### config.mk
export PLATFORM = sky130hd
export DESIGN_NAME = trap_csr_top
export DESIGN_NICKNAME = d
export VERILOG_FILES = /design/src/trap_pkg.sv /design/src/irq_pending.sv /design/src/irq_select.sv /design/src/trap_state.sv /design/src/csr_regs.sv /design/src/trap_csr_top.sv
export SDC_FILE = /design/constraint.sdc
export NUM_CORES = 1
export LEC_CHECK = 0
export BUFFER_PORTS_ARGS = -buffer_cell sky130_fd_sc_hd__buf_2
export CAP_MARGIN = 20
export CORE_UTILIZATION = 52
export CTS_CLUSTER_SIZE = 25
export DETAILED_ROUTE_END_ITERATION = 10
export MAX_ROUTING_LAYER = met4
export PLACE_DENSITY = 0.82
export SYNTH_ARGS = -nofsm -noshare
export SYNTH_HDL_FRONTEND = slang
export SYNTH_SLANG_ARGS = --single-unit
export TNS_END_PERCENT = 1
### constraint.sdc
create_clock -name clk -period 8.2 [get_ports clk]
set_clock_uncertainty 0.1 [all_clocks]
set_input_delay 0.41 -clock clk [delete_from_list [all_inputs] [get_ports clk]]
set_output_delay 0.41 -clock clk [all_outputs]
set_load 0.03 [all_outputs]
### src/trap_pkg.sv
// Shared types and constants of the machine-mode trap and CSR unit; referenced by scoped names.
`default_nettype none

package trap_pkg;

    // privilege level, only user and machine are implemented.
    typedef logic [1:0] priv_t;

    localparam priv_t priv_u = 2'd0;
    localparam priv_t priv_m = 2'd3;

    // csr address as carried on the read and write ports.
    typedef logic [11:0] csr_addr_t;

    // machine trap setup.
    localparam csr_addr_t csr_mstatus  = 12'h300;
    localparam csr_addr_t csr_mie      = 12'h304;
    localparam csr_addr_t csr_mtvec    = 12'h305;

    // machine trap handling.
    localparam csr_addr_t csr_mscratch = 12'h340;
    localparam csr_addr_t csr_mepc     = 12'h341;
    localparam csr_addr_t csr_mcause   = 12'h342;
    localparam csr_addr_t csr_mtval    = 12'h343;
    localparam csr_addr_t csr_mip      = 12'h344;

    // mstatus fields kept by this unit.
    localparam int mstatus_mie_bit  = 3;
    localparam int mstatus_mpie_bit = 7;
    // mpp is two bits wide starting here.
    localparam int mstatus_mpp_lsb  = 11;

    // interrupt codes, also the bit positions in mie and mip.
    localparam int irq_msi = 3;
    localparam int irq_mti = 7;
    localparam int irq_mei = 11;

    // width of an interrupt code as it travels between units.
    localparam int irq_code_w = 4;

endpackage

`default_nettype wire

### src/irq_pending.sv
// Interrupt pending register; samples the external interrupt lines on clk and holds mip.
`timescale 1ns/100ps
`default_nettype none

module irq_pending #(
    parameter int xlen = 32
) (
    input  logic                clk,
    input  logic                rstn,
    input  logic                ext_msip,
    input  logic                ext_mtip,
    input  logic                ext_meip,
    input  logic                csr_wr,
    input  trap_pkg::csr_addr_t csr_waddr,
    input  logic [xlen-1:0]     csr_wdata,
    output logic [xlen-1:0]     mip
);

    logic [2:0] ext_now;
    logic [2:0] ext_d;
    logic [2:0] toggle;
    logic       mip_msip;
    logic       mip_mtip;
    logic       mip_meip;
    logic       mip_wr;

    // bit order is {meip, mtip, msip}.
    assign ext_now = {ext_meip, ext_mtip, ext_msip};
    assign toggle  = ext_now ^ ext_d;
    assign mip_wr  = csr_wr && (csr_waddr == trap_pkg::csr_mip);

    always_ff @(posedge clk or negedge rstn) begin
        if (!rstn) begin
            ext_d    <= 3'b000;
            mip_msip <= 1'b0;
            mip_mtip <= 1'b0;
            mip_meip <= 1'b0;
        end else begin
            ext_d <= ext_now;
            // a line change overrides a software write to msip.
            if (toggle[0]) begin
                mip_msip <= ext_msip;
            end else if (mip_wr) begin
                mip_msip <= csr_wdata[trap_pkg::irq_msi];
            end
            if (toggle[1]) begin
                mip_mtip <= ext_mtip;
            end
            if (toggle[2]) begin
                mip_meip <= ext_meip;
            end
        end
    end

    always_comb begin
        mip                    = '0;
        mip[trap_pkg::irq_msi] = mip_msip;
        mip[trap_pkg::irq_mti] = mip_mtip;
        mip[trap_pkg::irq_mei] = mip_meip;
    end

endmodule

`default_nettype wire

### src/irq_select.sv
// Interrupt arbiter; decides whether a pending, enabled interrupt is taken and which code wins.
`timescale 1ns/100ps
`default_nettype none

module irq_select #(
    parameter int xlen = 32
) (
    input  trap_pkg::priv_t                  prv,
    input  logic                             mstatus_mie,
    input  logic                             trap_en,
    input  logic [xlen-1:0]                  mip,
    input  logic [xlen-1:0]                  mie,
    output logic                             irq_take,
    output logic [trap_pkg::irq_code_w-1:0]  irq_code
);

    logic [xlen-1:0] pend_en;
    logic            glob_en;
    logic            any_irq;

    assign pend_en = mip & mie;

    // user mode can always be interrupted by machine interrupts.
    assign glob_en = (prv == trap_pkg::priv_m) ? mstatus_mie : 1'b1;

    assign any_irq = pend_en[trap_pkg::irq_mei] |
                     pend_en[trap_pkg::irq_msi] |
                     pend_en[trap_pkg::irq_mti];

    // a synchronous trap in the same cycle always wins.
    assign irq_take = glob_en && any_irq && !trap_en;

    // fixed priority: external, then software, then timer.
    always_comb begin
        if (pend_en[trap_pkg::irq_mei]) begin
            irq_code = trap_pkg::irq_code_w'(trap_pkg::irq_mei);
        end else if (pend_en[trap_pkg::irq_msi]) begin
            irq_code = trap_pkg::irq_code_w'(trap_pkg::irq_msi);
        end else begin
            irq_code = trap_pkg::irq_code_w'(trap_pkg::irq_mti);
        end
    end

endmodule

`default_nettype wire

### src/trap_state.sv
// Trap state unit; holds privilege, mstatus, mtvec, mepc, mcause and mtval and forms the vector.
`timescale 1ns/100ps
`default_nettype none

module trap_state #(
    parameter int xlen = 32
) (
    input  logic                            clk,
    input  logic                            rstn,
    input  logic                            trap_en,
    input  logic                            mret,
    input  logic                            irq_take,
    input  logic [trap_pkg::irq_code_w-1:0] irq_code,
    input  logic [xlen-1:0]                 trap_epc,
    input  logic [xlen-1:0]                 trap_cause,
    input  logic [xlen-1:0]                 trap_val,
    input  logic                            csr_wr,
    input  trap_pkg::csr_addr_t             csr_waddr,
    input  logic [xlen-1:0]                 csr_wdata,
    output trap_pkg::priv_t                 prv,
    output logic                            mstatus_mie,
    output logic [xlen-1:0]                 mstatus,
    output logic [xlen-1:0]                 mtvec,
    output logic [xlen-1:0]                 mepc,
    output logic [xlen-1:0]                 mcause,
    output logic [xlen-1:0]                 mtval,
    output logic [xlen-1:0]                 trap_vec,
    output logic [xlen-1:0]                 cause,
    output logic [xlen-1:0]                 tval
);

    logic            mstatus_mpie;
    trap_pkg::priv_t mstatus_mpp;
    trap_pkg::priv_t wr_mpp;
    logic            entry;
    logic            wr_ok;
    logic [xlen-1:0] irq_cause;
    logic [xlen-1:0] vec_off;

    assign entry = trap_en || irq_take;

    // software writes only land in a cycle with no trap, interrupt or mret.
    assign wr_ok = csr_wr && !entry && !mret;

    // mpp is warl, anything but machine is stored as user.
    assign wr_mpp = (csr_wdata[trap_pkg::mstatus_mpp_lsb +: 2] == trap_pkg::priv_m) ?
                    trap_pkg::priv_m : trap_pkg::priv_u;

    always_comb begin
        irq_cause                        = '0;
        irq_cause[xlen-1]                = 1'b1;
        irq_cause[trap_pkg::irq_code_w-1:0] = irq_code;
    end

    assign cause = trap_en  ? trap_cause :
                   irq_take ? irq_cause  : '0;
    assign tval  = trap_en  ? trap_val   : '0;

    // vectored mode adds four times the code, only for interrupts.
    assign vec_off  = (irq_take && mtvec[0]) ? xlen'({irq_code, 2'b00}) : '0;
    assign trap_vec = {mtvec[xlen-1:2], 2'b00} + vec_off;

    always_ff @(posedge clk or negedge rstn) begin
        if (!rstn) begin
            prv          <= trap_pkg::priv_m;
            mstatus_mie  <= 1'b0;
            mstatus_mpie <= 1'b0;
            mstatus_mpp  <= trap_pkg::priv_u;
        end else if (entry) begin
            mstatus_mpp  <= prv;
            mstatus_mpie <= mstatus_mie;
            mstatus_mie  <= 1'b0;
            prv          <= trap_pkg::priv_m;
        end else if (mret) begin
            prv          <= mstatus_mpp;
            mstatus_mie  <= mstatus_mpie;
            mstatus_mpie <= 1'b1;
            mstatus_mpp  <= trap_pkg::priv_u;
        end else if (wr_ok && csr_waddr == trap_pkg::csr_mstatus) begin
            mstatus_mie  <= csr_wdata[trap_pkg::mstatus_mie_bit];
            mstatus_mpie <= csr_wdata[trap_pkg::mstatus_mpie_bit];
            mstatus_mpp  <= wr_mpp;
        end
    end

    // trap record, captured on entry.
    always_ff @(posedge clk or negedge rstn) begin
        if (!rstn) begin
            mepc   <= '0;
            mcause <= '0;
            mtval  <= '0;
        end else if (entry) begin
            mepc   <= trap_epc;
            mcause <= cause;
            mtval  <= tval;
        end else if (wr_ok) begin
            if (csr_waddr == trap_pkg::csr_mepc) begin
                mepc <= csr_wdata & ~xlen'(3);
            end
            if (csr_waddr == trap_pkg::csr_mcause) begin
                mcause <= csr_wdata;
            end
            if (csr_waddr == trap_pkg::csr_mtval) begin
                mtval <= csr_wdata;
            end
        end
    end

    // bit 1 of mtvec is reserved and reads zero.
    always_ff @(posedge clk or negedge rstn) begin
        if (!rstn) begin
            mtvec <= '0;
        end else if (wr_ok && csr_waddr == trap_pkg::csr_mtvec) begin
            mtvec <= csr_wdata & ~xlen'(2);
        end
    end

    always_comb begin
        mstatus                                    = '0;
        mstatus[trap_pkg::mstatus_mie_bit]         = mstatus_mie;
        mstatus[trap_pkg::mstatus_mpie_bit]        = mstatus_mpie;
        mstatus[trap_pkg::mstatus_mpp_lsb +: 2]    = mstatus_mpp;
    end

endmodule

`default_nettype wire

### src/csr_regs.sv
// CSR register file; holds mie and mscratch and decodes combinational CSR reads.
`timescale 1ns/100ps
`default_nettype none

module csr_regs #(
    parameter int xlen = 32
) (
    input  logic                clk,
    input  logic                rstn,
    input  logic                csr_wr,
    input  trap_pkg::csr_addr_t csr_waddr,
    input  logic [xlen-1:0]     csr_wdata,
    input  trap_pkg::csr_addr_t csr_raddr,
    input  logic [xlen-1:0]     mstatus,
    input  logic [xlen-1:0]     mtvec,
    input  logic [xlen-1:0]     mepc,
    input  logic [xlen-1:0]     mcause,
    input  logic [xlen-1:0]     mtval,
    input  logic [xlen-1:0]     mip,
    output logic [xlen-1:0]     mie,
    output logic [xlen-1:0]     csr_rdata
);

    logic            mie_msie;
    logic            mie_mtie;
    logic            mie_meie;
    logic [xlen-1:0] mscratch;

    always_ff @(posedge clk or negedge rstn) begin
        if (!rstn) begin
            mie_msie <= 1'b0;
            mie_mtie <= 1'b0;
            mie_meie <= 1'b0;
            mscratch <= '0;
        end else if (csr_wr) begin
            // only the three machine enables exist, other bits are dropped.
            if (csr_waddr == trap_pkg::csr_mie) begin
                mie_msie <= csr_wdata[trap_pkg::irq_msi];
                mie_mtie <= csr_wdata[trap_pkg::irq_mti];
                mie_meie <= csr_wdata[trap_pkg::irq_mei];
            end
            if (csr_waddr == trap_pkg::csr_mscratch) begin
                mscratch <= csr_wdata;
            end
        end
    end

    always_comb begin
        mie                    = '0;
        mie[trap_pkg::irq_msi] = mie_msie;
        mie[trap_pkg::irq_mti] = mie_mtie;
        mie[trap_pkg::irq_mei] = mie_meie;
    end

    // unimplemented addresses such as misa read as zero.
    always_comb begin
        case (csr_raddr)
            trap_pkg::csr_mstatus:  csr_rdata = mstatus;
            trap_pkg::csr_mie:      csr_rdata = mie;
            trap_pkg::csr_mtvec:    csr_rdata = mtvec;
            trap_pkg::csr_mscratch: csr_rdata = mscratch;
            trap_pkg::csr_mepc:     csr_rdata = mepc;
            trap_pkg::csr_mcause:   csr_rdata = mcause;
            trap_pkg::csr_mtval:    csr_rdata = mtval;
            trap_pkg::csr_mip:      csr_rdata = mip;
            default:                csr_rdata = '0;
        endcase
    end

endmodule

`default_nettype wire

### src/trap_csr_top.sv
// Top level of the machine-mode trap and CSR unit; connects pending, select, state and CSR blocks.
`timescale 1ns/100ps
`default_nettype none

module trap_csr_top #(
    parameter int xlen = 32
) (
    input  logic                clk,
    input  logic                rstn,
    input  logic                ext_msip,
    input  logic                ext_mtip,
    input  logic                ext_meip,
    input  logic                trap_en,
    input  logic [xlen-1:0]     trap_epc,
    input  logic [xlen-1:0]     trap_cause,
    input  logic [xlen-1:0]     trap_val,
    input  logic                mret,
    input  logic                csr_wr,
    input  trap_pkg::csr_addr_t csr_waddr,
    input  trap_pkg::csr_addr_t csr_raddr,
    input  logic [xlen-1:0]     csr_wdata,
    output trap_pkg::priv_t     prv,
    output logic                irq_trigger,
    output logic [xlen-1:0]     cause,
    output logic [xlen-1:0]     tval,
    output logic [xlen-1:0]     trap_vec,
    output logic [xlen-1:0]     ret_epc,
    output logic                eret_en,
    output logic [xlen-1:0]     csr_rdata
);

    logic [xlen-1:0]                 mip;
    logic [xlen-1:0]                 mie;
    logic [xlen-1:0]                 mstatus;
    logic [xlen-1:0]                 mtvec;
    logic [xlen-1:0]                 mepc;
    logic [xlen-1:0]                 mcause;
    logic [xlen-1:0]                 mtval;
    logic                            mstatus_mie;
    logic [trap_pkg::irq_code_w-1:0] irq_code;

    // mret is dropped when a trap arrives in the same cycle.
    assign eret_en = mret && !trap_en;
    assign ret_epc = mepc;

    irq_pending #(.xlen(xlen)) u_irq_pending (
        .clk, .rstn, .ext_msip, .ext_mtip, .ext_meip,
        .csr_wr, .csr_waddr, .csr_wdata, .mip
    );

    irq_select #(.xlen(xlen)) u_irq_select (
        .prv, .mstatus_mie, .trap_en, .mip, .mie,
        .irq_take (irq_trigger),
        .irq_code
    );

    trap_state #(.xlen(xlen)) u_trap_state (
        .clk, .rstn, .trap_en, .mret,
        .irq_take (irq_trigger),
        .irq_code, .trap_epc, .trap_cause, .trap_val,
        .csr_wr, .csr_waddr, .csr_wdata,
        .prv, .mstatus_mie, .mstatus, .mtvec, .mepc, .mcause, .mtval,
        .trap_vec, .cause, .tval
    );

    csr_regs #(.xlen(xlen)) u_csr_regs (
        .clk, .rstn, .csr_wr, .csr_waddr, .csr_wdata, .csr_raddr,
        .mstatus, .mtvec, .mepc, .mcause, .mtval, .mip,
        .mie, .csr_rdata
    );

endmodule

`default_nettype wire

* Word level (Yosys, flattened, before mapping) *
Index checks and enable logic that the tools add are counted.

word-level totals
  bits in registers = 174
  input port bits = 160

cells by class
  add/subtract/negate cells = 1
  equality and inequality tests = 18
  mux-type cells = 31
  bitwise logic cells = 4
  reductions and logical operators = 25

operators by type and width
  operator                count
  $mux W32                12
  $pmux W32 S8            1
  $eq A12 B10 Y1 const B  16
  $add A32 B32 Y32        1
  $and A12 B12 Y12        1
  $mux W2                 6
  $reduce_bool A2 Y1      6
  $reduce_and A2 Y1       5
  $logic_and A1 B1 Y1     9
  $mux W1                 9
  $mux W6                 1
  $eq A2 B2 Y1 const B    2
  $mux W4                 1
  $logic_not A1 Y1        3
  $mux W3                 1
  $reduce_bool A3 Y1      1
  $xor A3 B3 Y3           1
  $or A1 B1 Y1            2
  $logic_or A1 B1 Y1      1

* Logic depth before layout (Yosys ltp) *
Gate-level depths: netlist of the first run.

  depth after elaboration = 13
  gate-level depth with buffers = 11
  gate-level depth less buffers = 11

* Modules after synthesis *
A second synthesis of the first run with hierarchy kept.

second synthesis, totals
  cells, all modules = 1174
  area total of the unflattened synthesis = 11063.1 sq um

by module, submodules not included
  module        instances  cells an instance  area each (sq um)
  trap_state    1          739                6993.0
  csr_regs      1          372                3495.9
  irq_pending   1          54                 496.7
  irq_select    1          8                  63.8
  trap_csr_top  1          1                  13.8

* Least setup slack after synthesis of the first run *
No wires, ideal clock.

  path type = flip-flop to output port
  start = reg u_trap_state.prv[1]
  end = out trap_vec[12]
  data arrival time = 3751 ps
  data required time = 7690 ps
  path slack = 3939 ps
  cell stages (with the launch flop) = 12
  path buffers = 0
  cell sequence = dfstp_2 > and3b_1 > nor3_1 > nand2_1 > inv_1 > ha_1 > inv_1 > fa_1 > nor2b_1 > o31ai_1 > or3_2 > xnor2_1

on the way
  word-level cells in the longest chain between the ends = 7

ends and longest elaborated chain
  item                               RTL line            text
  from (decl)                        trap_state.sv:20    output trap_pkg::priv_t prv,
  from (signal assigned)             trap_state.sv:65    prv <= trap_pkg::priv_m;
  from (signal assigned)             trap_state.sv:73    prv <= trap_pkg::priv_m;
  from (signal assigned)             trap_state.sv:75    prv <= mstatus_mpp;
  $eq A2 B2 Y1                       irq_select.sv:24    assign glob_en = (prv == trap_pkg::priv_m) ? mstatus_mie : 1'b1;
  $mux W1                            irq_select.sv:24
  $logic_and A1 B1 Y1 (2 in series)  irq_select.sv:31    assign irq_take = glob_en && any_irq && !trap_en;
  via irq_trigger                    trap_csr_top.sv:23  output logic irq_trigger,
  $logic_and A1 B1 Y1                trap_state.sv:60    assign vec_off = (irq_take && mtvec[0]) ? xlen'({irq_code, 2'b00}) : '0;
  $mux W6                            trap_state.sv:60
  $add A32 B32 Y32                   trap_state.sv:61    assign trap_vec = {mtvec[xlen-1:2], 2'b00} + vec_off;
  to (decl)                          trap_csr_top.sv:26  output logic [xlen-1:0] trap_vec,

The timed path passes the listed nets, and every way through them passes these cells.

* Final worst setup path of the first run *
  start = reg u_irq_pending.mip_meip
  end = out trap_vec[12]

on the way
  word-level cells in the longest chain between the ends = 8

ends and longest elaborated chain
  item                               RTL line           text
  from (decl)                        irq_pending.sv:24  logic mip_meip;
  from (signal assigned)             irq_pending.sv:50  mip_meip <= ext_meip;
  $and A12 B12 Y12 *                 irq_select.sv:21   assign pend_en = mip & mie;
  $or A1 B1 Y1                       irq_select.sv:26   assign any_irq = pend_en[trap_pkg::irq_mei] |
  $or A1 B1 Y1                       irq_select.sv:27   pend_en[trap_pkg::irq_msi] |
  $logic_and A1 B1 Y1 (2 in series)  irq_select.sv:31
  $logic_and A1 B1 Y1                trap_state.sv:60
  $mux W6 *                          trap_state.sv:60
  $add A32 B32 Y32 *                 trap_state.sv:61

Mark *: on every way between the ends. The rest lies on a longest branch, timed or not.

==> results.cfg, run 1 <==
[status]
outcome = finished with violations
failed_checks = negative hold slack

[power]
p_seq_share_pct = 45.3
ir_drop_v = 0.000131
power_density_nw_per_um2 = 174
p_switching_uw = 570
switching_share_pct = 27.4
clkPwrFrac_pct = 40.4
intPower_mw = 1.51
leakage_nw = 6.20
p_comb_share_pct = 14.3

[place]
hpwl_um = 20200
place_area_sq_um = 11300
port_buffers = 321
dp_cells = 1408
routabilityCongestion = 0.911

[worst_setup_path]
crit_path_cell_trace = a222oi_1, nor3_1, nand2_1, inv_1, ha_1, inv_1, fa_1, nor2b_1, o31ai_2, or3_2, xnor2_1, buf_2
reg2reg_depth = 6
worst_setup_path_start_kind = flop
slowest_stage = o31ai_2
r2r_start = u_irq_pending.mip_meip$_DFFE_PN0P_
arrival_ns = 3.94
crit_start = u_irq_pending.mip_meip$_DFFE_PN0P_
endpoint_kind = output port
slowest_delay_ns = 0.80
worstPathMaxFanout = 9
worst-setup-path-type = flop to output port
cpMostUsedCell = inv_1
rr_endpoint = u_trap_state.mtval[22]$_DFFE_PN0P_
crit_required_ns = 7.69
reg2reg_setup_slack_ns = 4.89
cp-endpoint = trap_vec[12]

[synthesis]
yosys_warnings = 0
synth_edf_count = 0
synth_ff_type = dfrtp_1
async_flop_share_pct = 100
synth.distinct_cells = 61
seq_area_frac_synth_pct = 45.5
syn_avg_cell_area_sq_um = 10.6
synth_cells = 907
syn-cell-area_sq_um = 9580
ys_seq_elements = 174

[detailed_routing]
drt-initial-drc-count = 699
wl_um = 30100
routed_via_density = 6.07
route.detailed.drc = 0
vias = 8752
wl_per_cell_um = 20.9
ant_nets = 0
drtPass1Iterations = 5

[sta]
fin_setup_tns_ns = 0
rsz0062_at_grt = false
post-route-period-util_pct = 54.2
finalHoldViolations = 8
tightest_slew_ns = 1.08
max_freq_mhz = 225
slew_headroom_pct = 28.1
period_minus_slack_ns = 4.45
drv_slew = 0
setup_viol_count_final = 0
fin_hold_ws_ns = -0.0167

[global_route]
grt_pass1_vias = 8337
overflow = 0
grt_usage_pct = 33.2
antenna_found_initial = 0
grt_pass1_wl_um = 45700
grt_max_degree = 103

[clocking]
cts_made_buffers = 17
clk_pin_slew_ns = 0.07
cts_tree = yes
cts-root-buf = clkbuf_16
cts_buffer_depth = 2
cts_setup_buffers = 0
clk_latency_ns = 0.42
cts_sinks = 174
cts-htree-levels = 4

[cells_and_area]
fin_cells = 1442
final_nets = 1366
fin_area_sq_um = 12000
diodes = 0
drive_above_1_share_pct = 37.8
finish.utilization_pct = 66.3
syn_to_final_growth_pct = 24.8

[floorplan]
die_area_sq_um = 19000
die_y_um = 138
ios = 324
die_w_um = 138
rows = 49
initial_core_util_pct = 53.1
fp.coreArea_sq_um = 18000

[flow_run]
maxCapViolCount = 0

[hold_path]
hold_path.class = input pin to async pin
==> metrics by stage <==
stage               power [mW]  setup slack (ns)
finish                    2.08              3.75
global route              2.15              3.54
CTS                       2.08              3.73
detailed placement        1.25              4.07
global placement          1.24              4.21
floorplan                 1.12              3.94
==> worst max-delay path, delay by kind of cell, from the launching register on <==
kind | cells | cell delay, ns
AO/OA/AOI/OAI | 2 | 1.45
AND/OR/NAND/NOR | 4 | 0.73
flip-flops | 1 | 0.42
adder cells (fa/ha/maj) | 2 | 0.41
buffers and inverters | 3 | 0.39
XOR/XNOR | 1 | 0.11
==> what timing repair did <==
| action | CTS | global route |
|---|---|---|
| hold endpoints to repair | 3 | 0 |
| hold buffers | 3 | 0 |
| resized for setup | 0 | 0 |
==> power groups by stage <==
stage,sequential (mW),clock (mW),combinational [mW]
after floorplan,0.978,0,0.143
after detailed placement,0.957,0,0.295
after CTS,0.941,0.845,0.298
after global routing,0.947,0.879,0.324
after global placement,0.954,0,0.289
final,0.941,0.839,0.298
==> cell usage in the layout, fill, tap and decap left out, types with 3 or more instances in the layout <==
master           n
xor2_1          15
nand4_1         11
mux2_2          70
dfrtp_1        172
nand3_1         32
inv_1           16
buf_2          320
nand2b_1         3
nor4_1           3
o211ai_1         3
bufinv_16        3
xnor2_1         12
inv_6            3
nor4_4           3
and4bb_2         3
buf_4           15
or3_1            3
a21oi_1          8
nor3_1          13
clkbuf_16       17
o22a_1          61
and2_1          61
ha_1             4
mux2i_1         39
a222oi_1         4
a22o_1           5
o21a_1          62
maj3_1           3
nand2_1         81
nor2_1          21
o21ai_0         32
a22oi_1         61
dlygate4sd3_1    3
clkinv_4         3
==> layout make-up <==
class | instances | area, sq um
fillers | 1437 | 6070
multi-input cells | 653 | 4890
flip-flops and latches | 174 | 4360
repair buffers | 339 | 1760
clock buffers | 19 | 443
well taps | 229 | 287
clock inverters | 12 | 160
inverters | 16 | 60.1
==> flip-flops by register name, summed over array words and instances, names as in the netlist <==
signal / count
u_csr_regs.mscratch: 32
u_trap_state.mcause: 32
u_trap_state.mepc: 32
u_trap_state.mtval: 32
u_trap_state.mtvec: 31
u_irq_pending.ext_d: 3
u_trap_state.mstatus_mpp: 2
u_trap_state.prv: 2
u_csr_regs.mie_meie: 1
u_csr_regs.mie_msie: 1
u_csr_regs.mie_mtie: 1
u_irq_pending.mip_meip: 1
u_irq_pending.mip_msip: 1
u_irq_pending.mip_mtip: 1
u_trap_state.mstatus_mie: 1
u_trap_state.mstatus_mpie: 1
==> routing by layer <==
| metal | share of wire, % | wire length, um | global-route usage (%) | vias up |
|---|---|---|---|---|
| li1 | - | - | - | 3939 |
| met1 | 41 | 12500 | 42.0 | 4309 |
| met2 | 49 | 14700 | 53.1 | 438 |
| met3 | 6.9 | 2080 | 5.11 | 66 |
| met4 | 2.8 | 858 | 14.1 | 0 |
| met5 | 0 | 0 | - | - |
==> cell usage after synthesis, drive strengths merged (3+ instances only) <==
library cell	number	area share [%]
ha	4	0.52
nor3	14	0.78
o22a	61	5.6
inv	16	0.63
o21a	63	4.9
and2	61	4.0
nand4	12	0.94
nor4	7	0.99
nor2	22	0.89
mux2i	39	4.1
mux2	72	8.5
a222oi	4	0.42
a21oi	8	0.42
a22o	5	0.46
buf	38	2.2
nand2	81	3.2
o211ai	3	0.24
or3	4	0.27
clkbuf	27	1.1
nand2b	3	0.20
nand3	32	1.7
o21ai	33	1.7
a22oi	61	4.8
xor2	15	1.4
xnor2	12	1.1
o31ai	3	0.24
maj3	3	0.31
and4bb	4	0.52
dfrtp	172	45
nor3b	3	0.35
==> kinds of logic (layout without fill, tap and decap cells) <==
group | Yosys count | in the layout | synth area share (%)
AND/OR/NAND/NOR | 259 | 259 | 15.3
adder cells (fa/ha/maj) | 8 | 8 | 1.04
AO/OA/AOI/OAI | 246 | 246 | 19.2
multiplexers | 111 | 111 | 12.5
flip-flops | 174 | 174 | 45.5
buffers and inverters | 81 | 386 | 3.89
other | 1 | 2 | 0.0391
XOR/XNOR | 27 | 27 | 2.47
==> how the worst min path moves through the flow <==
stage,start,end,slack (ns),cells past startpoint
6_report,rstn,u_trap_state.mcause[1]$_DFFE_PN0P_,-0.02,1
5_1_grt,rstn,u_trap_state.mcause[1]$_DFFE_PN0P_,0.07,1
4_1_cts,rstn,u_trap_state.mcause[1]$_DFFE_PN0P_,0.04,1
3_5_place_dp,u_csr_regs.mscratch[28]$_DFFE_PN0P_,u_csr_regs.mscratch[28]$_DFFE_PN0P_,0.39,1
3_3_place_gp,u_csr_regs.mscratch[8]$_DFFE_PN0P_,u_csr_regs.mscratch[8]$_DFFE_PN0P_,0.38,1
2_1_floorplan,rstn,u_csr_regs.mie_meie$_DFFE_PN0P_,0.01,0
No activity file was read; power rests on OpenSTA's default activity.
==> run 2, diff against run 1 <==
Settings changed: ABC_AREA from default to 1, PLACE_DENSITY 0.82 to 0.8.
Clock period 8.2 ns to 4.11 ns, I/O delays scaled along.
==> run 2 against run 1 <==
Net effect: the flow now finishes without violations; sequential power grew 110%; via count grew 49%; final area grew 17%; global-route usage grew 7.6 points; critical path depth grew 1; synthesized cell count grew 89%; combinational power grew to 3.0 times the previous value; clock power grew 90%; routed wire length grew 45%; sequential share of layout area shrank 5.2 points; synthesized area grew 17%; worst hold slack gained 0.017 ns; critical path type unchanged; critical endpoint is now trap_vec[20]; largest cell class unchanged.
==> results.cfg, run 2 <==
[status]
outcome = finished, final reports clean

[cells_and_area]
final_nets = 2192
drive_above_1_share_pct = 19.6
final_cell_mix = nand2_1, nand3_1, buf_2
final_common_cell = nand2_1
diodes = 0
fillers = 2000
syn_to_final_growth_pct = 24.3
finish.utilization_pct = 66.1

[worst_setup_path]
worst_setup_path_start_kind = flop
worstPathMaxFanout = 4
cpMostUsedCell = nand2_1
reg2reg_setup_slack_ns = 1.33
crit_start = u_irq_pending.mip_meip$_DFFE_PN0P_
slowest_stage = fa_1
r2r_start = u_trap_state.prv[1]$_DFFE_PN1P_
crit_required_ns = 3.80
rr_endpoint = u_trap_state.mepc[0]$_DFFE_PN0P_
reg2reg_depth = 6
arrival_ns = 3.27
worst-setup-path-type = flop to output port
crit_path_cell_trace = nand2_1, nand3_4, nand3_1, nor2_1, ha_1, inv_1, fa_1, o21ai_1, nand2_1, nor2_1, nand4_1, nand2_1, buf_2
slowest_delay_ns = 0.43
endpoint_kind = output port

[clocking]
cts_tree = yes
cts_sinks = 174
clk_pin_slew_ns = 0.07
ctsResizeCount = 0
clk_latency_ns = 0.43
cts_made_buffers = 17
cts-htree-levels = 4
cts_buffer_depth = 2
cts-root-buf = clkbuf_16

[global_route]
grt_usage_pct = 40.8
grt_pass1_vias = 11978
antenna_found_initial = 0
overflow = 0
grt_pass1_wl_um = 66300
grt_max_degree = 68

[detailed_routing]
route.detailed.drc = 0
wl_um = 43700
vias = 13072
routed_via_density = 5.65
drt-initial-drc-count = 1588
drtPass1Iterations = 6
wl_per_cell_um = 18.9
ant_nets = 0

[flow_run]
maxCapViolCount = 0

[sta]
worst_slack_ns = 0.534
slew_headroom_pct = 31.9
setup_viol_count_final = 0
tightest_slew_ns = 1.02
post-route-period-util_pct = 87.0
max_freq_mhz = 280
drv_slew = 0
finalHoldViolations = 0
fin_hold_ws_ns = 0.000702
rsz0062_at_grt = false
period_minus_slack_ns = 3.58
fin_setup_tns_ns = 0

[power]
leakage_nw = 8.56
p_comb_share_pct = 19.9
ir_drop_v = 0.000328
p_seq_share_pct = 44.3
p_switching_mw = 1.44
finalPower_mw = 4.44
intPower_mw = 3.00
clkPwrFrac_pct = 35.7
switching_share_pct = 32.5
power_density_nw_per_um2 = 318

[synthesis]
synth_top_cell_by_area = dfrtp_1
synth_cells = 1715
syn-cell-area_sq_um = 11200
synth_top_area_share_pct = 38.3
synth_common_cells = nand2_1, nand3_1, dfrtp_1
synth.distinct_cells = 35
async_flop_share_pct = 100
synth_edf_count = 0
ys_seq_elements = 174
synth_ff_type = dfrtp_1
syn_avg_cell_area_sq_um = 6.54
synthTopCellsByArea = dfrtp_1, nand2_1, nand3_1
synth_most_common_cell = nand2_1
seq_area_frac_synth_pct = 38.8
yosys_warnings = 0

[place]
port_buffers = 321
hpwl_um = 30600
post-place-ws_ns = 0.945
routabilityCongestion = 0.986

[floorplan]
die_area_sq_um = 22200
fp.coreArea_sq_um = 21100
die_y_um = 149
die_w_um = 149
rows = 53
initial_core_util_pct = 53.2
ios = 324

[hold_path]
hold_path.class = input pin to flop
hold_end = u_trap_state.mepc[9]$_DFFE_PN0P_
hold_path_depth = 5
hold_start = trap_epc[9]
==> run 2: power by group through the flow <==
| stage | clock (mW) | combinational (mW) | sequential, mW |
|---|---|---|---|
| after floorplan | 0 | 0.412 | 2.06 |
| after global placement | 0 | 0.817 | 1.99 |
| after detailed placement | 0 | 0.828 | 1.99 |
| after CTS | 1.59 | 0.869 | 1.96 |
| after global routing | 1.65 | 0.948 | 1.98 |
| final | 1.59 | 0.885 | 1.97 |
==> run 2: layout make-up <==
class	count	area, sq um	share of cell area, %
inverters	163	612	4.39
flip-flops and latches	174	4360	31.2
well taps	275	344	2.47
clock buffers	21	460	3.30
repair buffers	393	2310	16.5
multi-input cells	1278	5760	41.3
clock inverters	10	106	0.763
==> run 2: metal layers <==
layer | track usage [%] | vias up | part of all wire, %
met1 | 55.3 | 6028 | 40
met3 | 9.20 | 127 | 13
met2 | 59.9 | 875 | 44
li1 | - | 6042 | -
met4 | 14.4 | 0 | 3.2
met5 | - | - | 0
==> run 2: kinds of logic after synthesis <==
group | count (synthesis) | synth area share [%]
AND/OR/NAND/NOR | 1231 | 47.8
buffers and inverters | 264 | 10.1
flip-flops | 174 | 38.8
AO/OA/AOI/OAI | 23 | 1.27
XOR/XNOR | 17 | 1.33
adder cells (fa/ha/maj) | 5 | 0.624
other | 1 | 0.0334
==> run 2: through the flow <==
stage / cell area (sq um) / instances
floorplan: 11200 / 1716
global placement: 12900 / 2232
detailed placement: 12900 / 2232
CTS: 13900 / 2314
global route: 13900 / 2314
finish: 13900 / 2314
==> run 2: worst max path at each step <==
stage,endpoint,cells past startpoint
after CTS,trap_vec[26],13
after global routing,trap_vec[20],13
final,trap_vec[20],13
after detailed placement,trap_vec[26],13
after global placement,trap_vec[26],13
after floorplan,trap_vec[12],13
==> run 2: critical path: cells and delay by family (launching register included) <==
kind                       cells  cell delay [ns]
adders and majority gates      2             0.63
and+or+nand+nor                8             1.28
AOI/OAI and AO/OA              1             0.27
buffers and inverters          2             0.25
DFF                            1             0.39
==> run 2: what timing repair did <==
action                                 CTS  global route
hold buffers                            51             0
endpoints found under the hold margin  137             0
setup buffers                            0             0
